$ cat src/hw/core_ctrl_settings.svh
/*
 * Widths, setting register addresses and readback word indices
 */

`ifndef CORE_CTRL_SETTINGS_SVH
`define CORE_CTRL_SETTINGS_SVH

//////////////////////////////
// Bus and field widths
//////////////////////////////

`define CC_SET_ADDR_W    8
`define CC_SET_DATA_W    32
`define CC_LED_W         8

// Address bits passed through inside one RAM page
`define CC_PAGE_BITS     10
`define CC_RAM_ADR_W     20
`define CC_BRIDGE_ADR_W  16

`define CC_RB_ADR_W      4
`define CC_NUM_BUF       8

//////////////////////////////
// Setting register map
//////////////////////////////

`define CC_SR_CLK        8'd0
`define CC_SR_SER        8'd1
`define CC_SR_ADC        8'd2
`define CC_SR_LED        8'd3
`define CC_SR_PHY        8'd4
`define CC_SR_PAGE       8'd6
`define CC_SR_ICACHE     8'd7
`define CC_SR_LED_SRC    8'd8

// Readback words above the buffer status block
`define CC_RB_POOL       4'd8
`define CC_RB_BUILD      4'd9

`endif

$ cat src/hw/core_ctrl_pkg.sv
/*
 * Vector types and packed structs of the control plane
 */

`include "core_ctrl_settings.svh"

package core_ctrl_pkg;

   //////////////////////////////
   // Plain vectors
   //////////////////////////////

   typedef logic [`CC_SET_ADDR_W-1:0]   set_addr_t;
   typedef logic [`CC_SET_DATA_W-1:0]   set_data_t;
   typedef logic [`CC_SET_DATA_W-1:0]   status_word_t;
   typedef logic [`CC_LED_W-1:0]        led_t;
   typedef logic [`CC_RAM_ADR_W-1:0]    ram_adr_t;
   typedef logic [`CC_BRIDGE_ADR_W-1:0] bridge_adr_t;
   typedef logic [`CC_RB_ADR_W-1:0]     rb_adr_t;

   //////////////////////////////
   // Structs
   //////////////////////////////

   // Settings write port, one strobe for all registers
   typedef struct packed {
      logic      stb;
      set_addr_t addr;
      set_data_t data;
   } set_bus_t;

   // Register 0, bits 4..0
   typedef struct packed {
      logic       clock_ready;
      logic [1:0] clk_en;
      logic [1:0] clk_sel;
   } clock_ctrl_t;

   // Register 1, bits 3..0
   typedef struct packed {
      logic enable;
      logic prbsen;
      logic loopen;
      logic rx_en;
   } serdes_ctrl_t;

   // Register 2, bits 3..0
   typedef struct packed {
      logic oe_a;
      logic on_a;
      logic oe_b;
      logic on_b;
   } adc_ctrl_t;

   // One status word per buffer
   typedef status_word_t [`CC_NUM_BUF-1:0] buf_status_t;

endpackage

$ cat src/hw/setting_reg.sv
/*
 * Single addressed setting register with a one-cycle changed pulse
 */

`timescale 1ns/1ns

module setting_reg #(
   parameter int unsigned ADDR  = 0,
   parameter int unsigned WIDTH = 32
) (
   input  logic                    dsp_clk,
   input  logic                    rst_n_i,
   input  core_ctrl_pkg::set_bus_t set_i,
   output logic [WIDTH-1:0]        out_o,
   output logic                    changed_o
);

   logic hit;

   // Address decode for this register
   assign hit = set_i.stb && (set_i.addr == core_ctrl_pkg::set_addr_t'(ADDR));

   always_ff @(posedge dsp_clk or negedge rst_n_i) begin
      if (!rst_n_i) begin
         out_o     <= '0;
         changed_o <= 1'b0;
      end else begin
         changed_o <= hit;
         if (hit) begin
            // Only the low bits of the data word are kept
            out_o <= set_i.data[WIDTH-1:0];
         end
      end
   end

   //////////////////////////////
   // Checks
   //////////////////////////////

   // Pulse only follows a matching write on the previous edge
   a_changed_after_write : assert property (
      @(posedge dsp_clk) disable iff (!rst_n_i)
      changed_o |-> $past(set_i.stb && (set_i.addr == core_ctrl_pkg::set_addr_t'(ADDR)))
   ) else $error("changed_o without a matching write");

endmodule

$ cat src/hw/board_ctrl.sv
/*
 * Setting register bank, board control lines,
 * LED source select and paged external-RAM address
 */

`timescale 1ns/1ns

`include "core_ctrl_settings.svh"

module board_ctrl (
   input  logic                         dsp_clk,
   input  logic                         rst_n_i,
   input  core_ctrl_pkg::set_bus_t      set_i,
   input  logic                         clk_status_i,
   input  logic                         link_up_i,
   input  core_ctrl_pkg::bridge_adr_t   bridge_adr_i,
   output core_ctrl_pkg::clock_ctrl_t   clock_o,
   output core_ctrl_pkg::serdes_ctrl_t  serdes_o,
   output core_ctrl_pkg::adc_ctrl_t     adc_o,
   output logic                         phy_resetn_o,
   output logic                         flush_icache_o,
   output core_ctrl_pkg::led_t          leds_o,
   output core_ctrl_pkg::ram_adr_t      ram_adr_o
);

   localparam int unsigned CLK_W = $bits(core_ctrl_pkg::clock_ctrl_t);
   localparam int unsigned SER_W = $bits(core_ctrl_pkg::serdes_ctrl_t);
   localparam int unsigned ADC_W = $bits(core_ctrl_pkg::adc_ctrl_t);

   logic [CLK_W-1:0]        clk_q;
   logic [SER_W-1:0]        ser_q;
   logic [ADC_W-1:0]        adc_q;
   logic                    phy_reset;
   core_ctrl_pkg::led_t     led_sw;
   core_ctrl_pkg::led_t     led_src;
   core_ctrl_pkg::led_t     led_hw;
   core_ctrl_pkg::ram_adr_t page;

   //////////////////////////////
   // Register bank
   //////////////////////////////

   setting_reg #(.ADDR(`CC_SR_CLK), .WIDTH(CLK_W)) sr_clk (
      .dsp_clk, .rst_n_i, .set_i,
      .out_o(clk_q), .changed_o()
   );

   setting_reg #(.ADDR(`CC_SR_SER), .WIDTH(SER_W)) sr_ser (
      .dsp_clk, .rst_n_i, .set_i,
      .out_o(ser_q), .changed_o()
   );

   setting_reg #(.ADDR(`CC_SR_ADC), .WIDTH(ADC_W)) sr_adc (
      .dsp_clk, .rst_n_i, .set_i,
      .out_o(adc_q), .changed_o()
   );

   setting_reg #(.ADDR(`CC_SR_LED), .WIDTH(`CC_LED_W)) sr_led (
      .dsp_clk, .rst_n_i, .set_i,
      .out_o(led_sw), .changed_o()
   );

   setting_reg #(.ADDR(`CC_SR_PHY), .WIDTH(1)) sr_phy (
      .dsp_clk, .rst_n_i, .set_i,
      .out_o(phy_reset), .changed_o()
   );

   setting_reg #(.ADDR(`CC_SR_PAGE), .WIDTH(`CC_RAM_ADR_W)) sr_page (
      .dsp_clk, .rst_n_i, .set_i,
      .out_o(page), .changed_o()
   );

   // Value is ignored, the write itself flushes
   setting_reg #(.ADDR(`CC_SR_ICACHE), .WIDTH(1)) sr_icache (
      .dsp_clk, .rst_n_i, .set_i,
      .out_o(), .changed_o(flush_icache_o)
   );

   setting_reg #(.ADDR(`CC_SR_LED_SRC), .WIDTH(`CC_LED_W)) sr_led_src (
      .dsp_clk, .rst_n_i, .set_i,
      .out_o(led_src), .changed_o()
   );

   //////////////////////////////
   // Control lines
   //////////////////////////////

   assign clock_o  = core_ctrl_pkg::clock_ctrl_t'(clk_q);
   assign serdes_o = core_ctrl_pkg::serdes_ctrl_t'(ser_q);
   assign adc_o    = core_ctrl_pkg::adc_ctrl_t'(adc_q);

   // PHY reset pin is active low
   assign phy_resetn_o = ~phy_reset;

   //////////////////////////////
   // LEDs
   //////////////////////////////

   // Hardware status on the two low LEDs
   assign led_hw = {{(`CC_LED_W-2){1'b0}}, clk_status_i, link_up_i};

   // Source bit set means hardware drives that LED
   assign leds_o = (led_src & led_hw) | (~led_src & led_sw);

   //////////////////////////////
   // External RAM address
   //////////////////////////////

   assign ram_adr_o = {page[`CC_RAM_ADR_W-1:`CC_PAGE_BITS],
                       bridge_adr_i[`CC_PAGE_BITS-1:0]};

endmodule

$ cat src/hw/status_readback.sv
/*
 * Registered readback of buffer, pool and build status words
 */

`timescale 1ns/1ns

`include "core_ctrl_settings.svh"

module status_readback (
   input  logic                         dsp_clk,
   input  logic                         rst_n_i,
   input  logic                         rb_stb_i,
   input  core_ctrl_pkg::rb_adr_t       rb_adr_i,
   input  core_ctrl_pkg::buf_status_t   buf_status_i,
   input  core_ctrl_pkg::status_word_t  pool_status_i,
   input  logic                         sim_mode_i,
   input  logic [3:0]                   clock_divider_i,
   output core_ctrl_pkg::status_word_t  rb_data_o,
   output logic                         rb_ack_o
);

   localparam int unsigned BUF_IDX_W = $clog2(`CC_NUM_BUF);

   core_ctrl_pkg::status_word_t build_word;
   core_ctrl_pkg::status_word_t rb_sel;

   // Sim mode on top, clock divider in the low nibble
   assign build_word = {sim_mode_i, {(`CC_SET_DATA_W-5){1'b0}}, clock_divider_i};

   //////////////////////////////
   // Word select
   //////////////////////////////

   always_comb begin
      rb_sel = '0;
      case (rb_adr_i)
         `CC_RB_POOL:  rb_sel = pool_status_i;
         `CC_RB_BUILD: rb_sel = build_word;
         default: begin
            // Buffer words sit at the bottom, the upper indices read zero
            if (rb_adr_i < `CC_NUM_BUF) begin
               rb_sel = buf_status_i[rb_adr_i[BUF_IDX_W-1:0]];
            end
         end
      endcase
   end

   // Data is captured only on a strobe
   always_ff @(posedge dsp_clk) begin
      if (rb_stb_i) begin
         rb_data_o <= rb_sel;
      end
   end

   always_ff @(posedge dsp_clk or negedge rst_n_i) begin
      if (!rst_n_i) begin
         rb_ack_o <= 1'b0;
      end else begin
         rb_ack_o <= rb_stb_i;
      end
   end

   // Every acknowledge answers the strobe one cycle before
   a_ack_follows_stb : assert property (
      @(posedge dsp_clk) disable iff (!rst_n_i)
      rb_ack_o |-> $past(rb_stb_i)
   ) else $error("rb_ack_o without a strobe");

endmodule

$ cat src/hw/core_ctrl_top.sv
/*
 * Core control plane top, board control and status readback
 */

`timescale 1ns/1ns

module core_ctrl_top (
   input  logic                         dsp_clk,
   input  logic                         rst_n_i,

   // Settings write port
   input  core_ctrl_pkg::set_bus_t      set_i,

   // Board status and bridge address
   input  logic                         clk_status_i,
   input  logic                         link_up_i,
   input  core_ctrl_pkg::bridge_adr_t   bridge_adr_i,

   // Control lines
   output core_ctrl_pkg::clock_ctrl_t   clock_o,
   output core_ctrl_pkg::serdes_ctrl_t  serdes_o,
   output core_ctrl_pkg::adc_ctrl_t     adc_o,
   output logic                         phy_resetn_o,
   output logic                         flush_icache_o,
   output core_ctrl_pkg::led_t          leds_o,
   output core_ctrl_pkg::ram_adr_t      ram_adr_o,

   // Status readback
   input  logic                         rb_stb_i,
   input  core_ctrl_pkg::rb_adr_t       rb_adr_i,
   input  core_ctrl_pkg::buf_status_t   buf_status_i,
   input  core_ctrl_pkg::status_word_t  pool_status_i,
   input  logic                         sim_mode_i,
   input  logic [3:0]                   clock_divider_i,
   output core_ctrl_pkg::status_word_t  rb_data_o,
   output logic                         rb_ack_o
);

   board_ctrl u_board_ctrl (
      .dsp_clk,
      .rst_n_i,
      .set_i,
      .clk_status_i,
      .link_up_i,
      .bridge_adr_i,
      .clock_o,
      .serdes_o,
      .adc_o,
      .phy_resetn_o,
      .flush_icache_o,
      .leds_o,
      .ram_adr_o
   );

   status_readback u_status_readback (
      .dsp_clk,
      .rst_n_i,
      .rb_stb_i,
      .rb_adr_i,
      .buf_status_i,
      .pool_status_i,
      .sim_mode_i,
      .clock_divider_i,
      .rb_data_o,
      .rb_ack_o
   );

endmodule

$ cat config.mk
export PLATFORM = sky130hd
export DESIGN_NAME = core_ctrl_top
export DESIGN_NICKNAME = d
export VERILOG_FILES = /design/src/hw/core_ctrl_pkg.sv /design/src/hw/setting_reg.sv /design/src/hw/board_ctrl.sv /design/src/hw/status_readback.sv /design/src/hw/core_ctrl_top.sv
export VERILOG_INCLUDE_DIRS = /design/src /design/src/hw
export SDC_FILE = /design/constraint.sdc
export NUM_CORES = 1
export LEC_CHECK = 0
export ABC_AREA = 0
export BUFFER_PORTS_ARGS = -buffer_cell sky130_fd_sc_hd__clkbuf_2
export CORE_AREA = 2 2 169 171
export CTS_CLUSTER_DIAMETER = 50
export DETAILED_ROUTE_END_ITERATION = 8
export DIE_AREA = 0 0 171 173
export MAX_ROUTING_LAYER = met4
export PLACE_DENSITY = 0.56
export SLEW_MARGIN = 20
export SYNTH_ARGS = -nofsm -noshare
export SYNTH_HDL_FRONTEND = slang
export SYNTH_SLANG_ARGS = --single-unit
$ cat constraint.sdc
create_clock -name dsp_clk -period 0.8 [get_ports dsp_clk]
set_input_delay 0.16 -clock dsp_clk [delete_from_list [all_inputs] [get_ports dsp_clk]]
set_output_delay 0.16 -clock dsp_clk [all_outputs]
set_load 0.02 [all_outputs]
==> results.yml <==
clocking:
  cts_root_buffer: "sky130_fd_sc_hd__clkbuf_16"
  cts_tree: "done"
  clk_pin_slew_worst_paths_ns: 0.07
  maximum_root_to_sink_buffer_count: 2
  clock_latency_ns: 0.34
  htree_num_levels: 3
  numClockSinks: 74
  cts_made_buffers: 9
flow_run:
  maxCapViolCount: 0
placement:
  finalWeightedCongestion: 0.857
  dp_hpwl_um: 18400
  dpl_cell_area_mm2: 0.00813
  placement.io_buffers: 394
  placed_cells: 1199
  place_ws_ns: -0.945
sta:
  totalNegativeSetupSlack_ns: -43.86
  maxClockFrequency_mhz: 740
  post-route-period-util: 1.69
  max_slew.worst_pin.slew_ns: 0.293
  slew_violations: 0
  finalHoldViolCount: 0
  finalClockSkew_ns: 0
  finalCriticalPeriod_ns: 1.35
  final_critical_path_setup_slack_ns: -0.552
  worst_slew_slack_as_a_fraction_of_its_limit: 0.803
  rsz0062_at_grt: "yes"
  timing.final.setup_violations: 139
final_layout:
  final_cells: 1275
  final-seq-area_mm2: 0.00201
  most_common_cell_after_layout_fill_and_taps_aside: "sky130_fd_sc_hd__clkbuf_2"
  final_layout_size_suffix_gt1_frac: 0.834
  end_of_flow_core_utilization: 0.374
  final_design_area_no_fill_mm2: 0.0103
  finish.net_count: 1248
  syn_to_final_growth_pct: 101
  layout.filler_cells: 2710
  most-common-layout-cells: "323 x sky130_fd_sc_hd__clkbuf_2, 58 x sky130_fd_sc_hd__buf_6, 56 x sky130_fd_sc_hd__mux2_4, 56 x sky130_fd_sc_hd__buf_4, 50 x sky130_fd_sc_hd__mux2_2"
  multi_input_area_mm2: 0.00364
power:
  clockPowerShare: 0.323
  vdd.ir_drop.worst_mv: 0.818
  power_leakage_nw: 4.91
  p_int_mw: 9.36
  power_switching_mw: 3.84
  sequentialPowerShare: 0.336
  power.density_mw_per_mm2: 1280
  switching_share: 0.291
  p_comb_frac: 0.342
status:
  outcome: "complete, but fails checks"
  violations_in_the_final_reports: "negative setup slack"
global_routing:
  grt_start_max_net_pins: 40
  first_global_vias: 6046
  number_of_antenna_violations_at_the_first_check_in_global_routing: 3
  globalRouteTotalUtil: 0.164
  met2_usage: 0.271
  fraction_of_met3_tracks_used_by_global_routing: 0.0430
  grt_use_met1: 0.193
  global_route.peak_usage_layer: "met2"
  grt_pass1_wl_um: 35200
  grt_overflow: 0
routing:
  route.antenna.remaining_nets: 0
  drt_wl_total_um: 24300
  routed_wire_length_per_instance_um: 19.1
  drc: 0
  drt-vias-per-instance: 4.31
  detailedRoute.firstIterationViolations: 197
  vias: 5501
  drt_pre_antenna_iters: 4
synth:
  async_flop_share: 0.568
  yosys.cell_types.count: 26
  synthesis.instances: 413
  post_synth_edffs: 32
  yosys_warnings: 0
  dominantRegCellSynth: "sky130_fd_sc_hd__dfrtp_1"
  synth.ff_latch_count: 74
  synth_area_per_cell_um2: 12.5
  synthesis.nets: 772
  post_synth_instance_area_mm2: 0.00515
  seq_area_frac_synth: 0.391
worst_setup_path:
  worstPathMaxFanout: 2
  regToRegSetupSlack_ns: -0.22
  crit_path_end_kind: "primary output"
  crit_slowest_cell: "sky130_fd_sc_hd__dfrtp_1"
  cp_num_buf_inv: 1
  critPathLaunchType: "register"
  path_cells: "mux2_4 > buf_8"
  cp_data_arrival_time_ns: 1.19
  timing.critical_path.required_ns: 0.64
  setup.worst_path.class: "reg2out"
  critical_path.max_stage_delay_ns: 0.40
  timing.critical_path.max_delay_family: "flip-flops"
die:
  fp.coreArea_mm2: 0.0276
  fp.dieArea_mm2: 0.0296
  ios: 435
  die_height_um: 173
  floorplan.rows: 61
  die-width_um: 171
  initial_util: 0.186
min_path:
  min-delay-path-class: "in2reg"
-- sequential cells by signal, indices dropped and copies added, names as in the netlist --
name / count
u_status_readback.rb_data_o: 32
u_status_readback.rb_ack_o: 1
u_board_ctrl.sr_phy.out_o: 1
u_board_ctrl.sr_led_src.out_o: 8
u_board_ctrl.sr_clk.out_o: 5
u_board_ctrl.sr_icache.changed_o: 1
u_board_ctrl.sr_adc.out_o: 4
u_board_ctrl.sr_led.out_o: 8
u_board_ctrl.sr_page.out_o: 10
u_board_ctrl.sr_ser.out_o: 4
-- per-layer routing --
metal	wire length, um	vias to the layer above	part of all wire
li1	-	2589	-
met1	9910	2612	0.41
met2	12200	263	0.50
met3	1700	37	0.070
met4	582	0	0.024
met5	0	-	0
-- worst register-to-register path, cell delays in order (launching register included) --
cell                      delay [ns]
sky130_fd_sc_hd__dfrtp_1        0.39
sky130_fd_sc_hd__buf_4          0.14
sky130_fd_sc_hd__buf_4          0.12
sky130_fd_sc_hd__mux2_4         0.26
-- kinds of logic after synthesis --
group / after synthesis / synth area share
AO/OA/AOI/OAI: 69 / 0.0916
buffers and inverters: 47 / 0.0444
flip-flops: 74 / 0.391
multiplexers: 143 / 0.381
AND/OR/NAND/NOR: 80 / 0.0921
-- Yosys cell counts, types with 3 or more instances --
cell type	instances	area share
sky130_fd_sc_hd__buf_4	10	0.015
sky130_fd_sc_hd__mux2_2	106	0.23
sky130_fd_sc_hd__nor2b_1	33	0.040
sky130_fd_sc_hd__clkbuf_1	14	0.010
sky130_fd_sc_hd__inv_1	3	0.0022
sky130_fd_sc_hd__o31ai_1	27	0.039
sky130_fd_sc_hd__o22ai_1	37	0.045
sky130_fd_sc_hd__o21bai_1	5	0.0073
sky130_fd_sc_hd__nand2_1	29	0.021
sky130_fd_sc_hd__buf_2	12	0.012
sky130_fd_sc_hd__mux2i_1	5	0.0097
sky130_fd_sc_hd__edfxtp_1	32	0.19
sky130_fd_sc_hd__dfrtp_1	42	0.20
sky130_fd_sc_hd__nor4_1	3	0.0036
sky130_fd_sc_hd__buf_1	8	0.0058
sky130_fd_sc_hd__mux4_2	32	0.14
-- path summary, 6_finish.rpt --
kind                                                   from                        endpoint  depth (start not counted)
setup / recovery           u_board_ctrl.sr_led_src.out_o[0]                       leds_o[0]                          2
hold reg to reg                u_board_ctrl.sr_led.out_o[4]    u_board_ctrl.sr_led.out_o[4]                          1
max in group asynchronous                           rst_n_i  u_board_ctrl.sr_page.out_o[16]                          3
min in group asynchronous                           rst_n_i    u_board_ctrl.sr_ser.out_o[1]                          2
hold / removal                                    set_i[14]  u_board_ctrl.sr_page.out_o[14]                          2
setup reg to reg               u_board_ctrl.sr_ser.out_o[2]    u_board_ctrl.sr_ser.out_o[2]                          3
-- metrics by stage --
step,hold slack [ns],power (mW)
after floorplan,-0.136,6.21
after global placement,-0.0178,7.82
after detailed placement,-0.0147,7.85
after CTS,0.0305,13.0
after global routing,0.0424,13.9
final,0.0506,13.2
-- power by group through the flow --
stage | clock network (mW) | registers, mW | logic (mW)
floorplan | 0 | 4.74 | 1.47
global placement | 0 | 4.46 | 3.36
detailed placement | 0 | 4.47 | 3.39
CTS | 4.46 | 4.41 | 4.12
global route | 4.58 | 4.45 | 4.82
finish | 4.26 | 4.43 | 4.51
-- area by class of cell --
type | count | area share
repair buffers | 509 | 0.376
clock buffers | 11 | 0.0255
multi-input cells | 292 | 0.352
well taps | 378 | 0.0457
clock inverters | 5 | 0.00423
diodes | 3 | 0.000726
inverters | 3 | 0.00109
flip-flops and latches | 74 | 0.195
-- what timing repair did --
item                                    4_1_cts  5_1_grt
hold endpoints to repair                     42        0
hold buffers                                  1        0
pin swaps                                    33       23
cloned                                        9        1
setup buffers                                38       12
resized for setup                           198      169
endpoints found under the setup margin      139      139
Power figures use the tool's default switching activity.
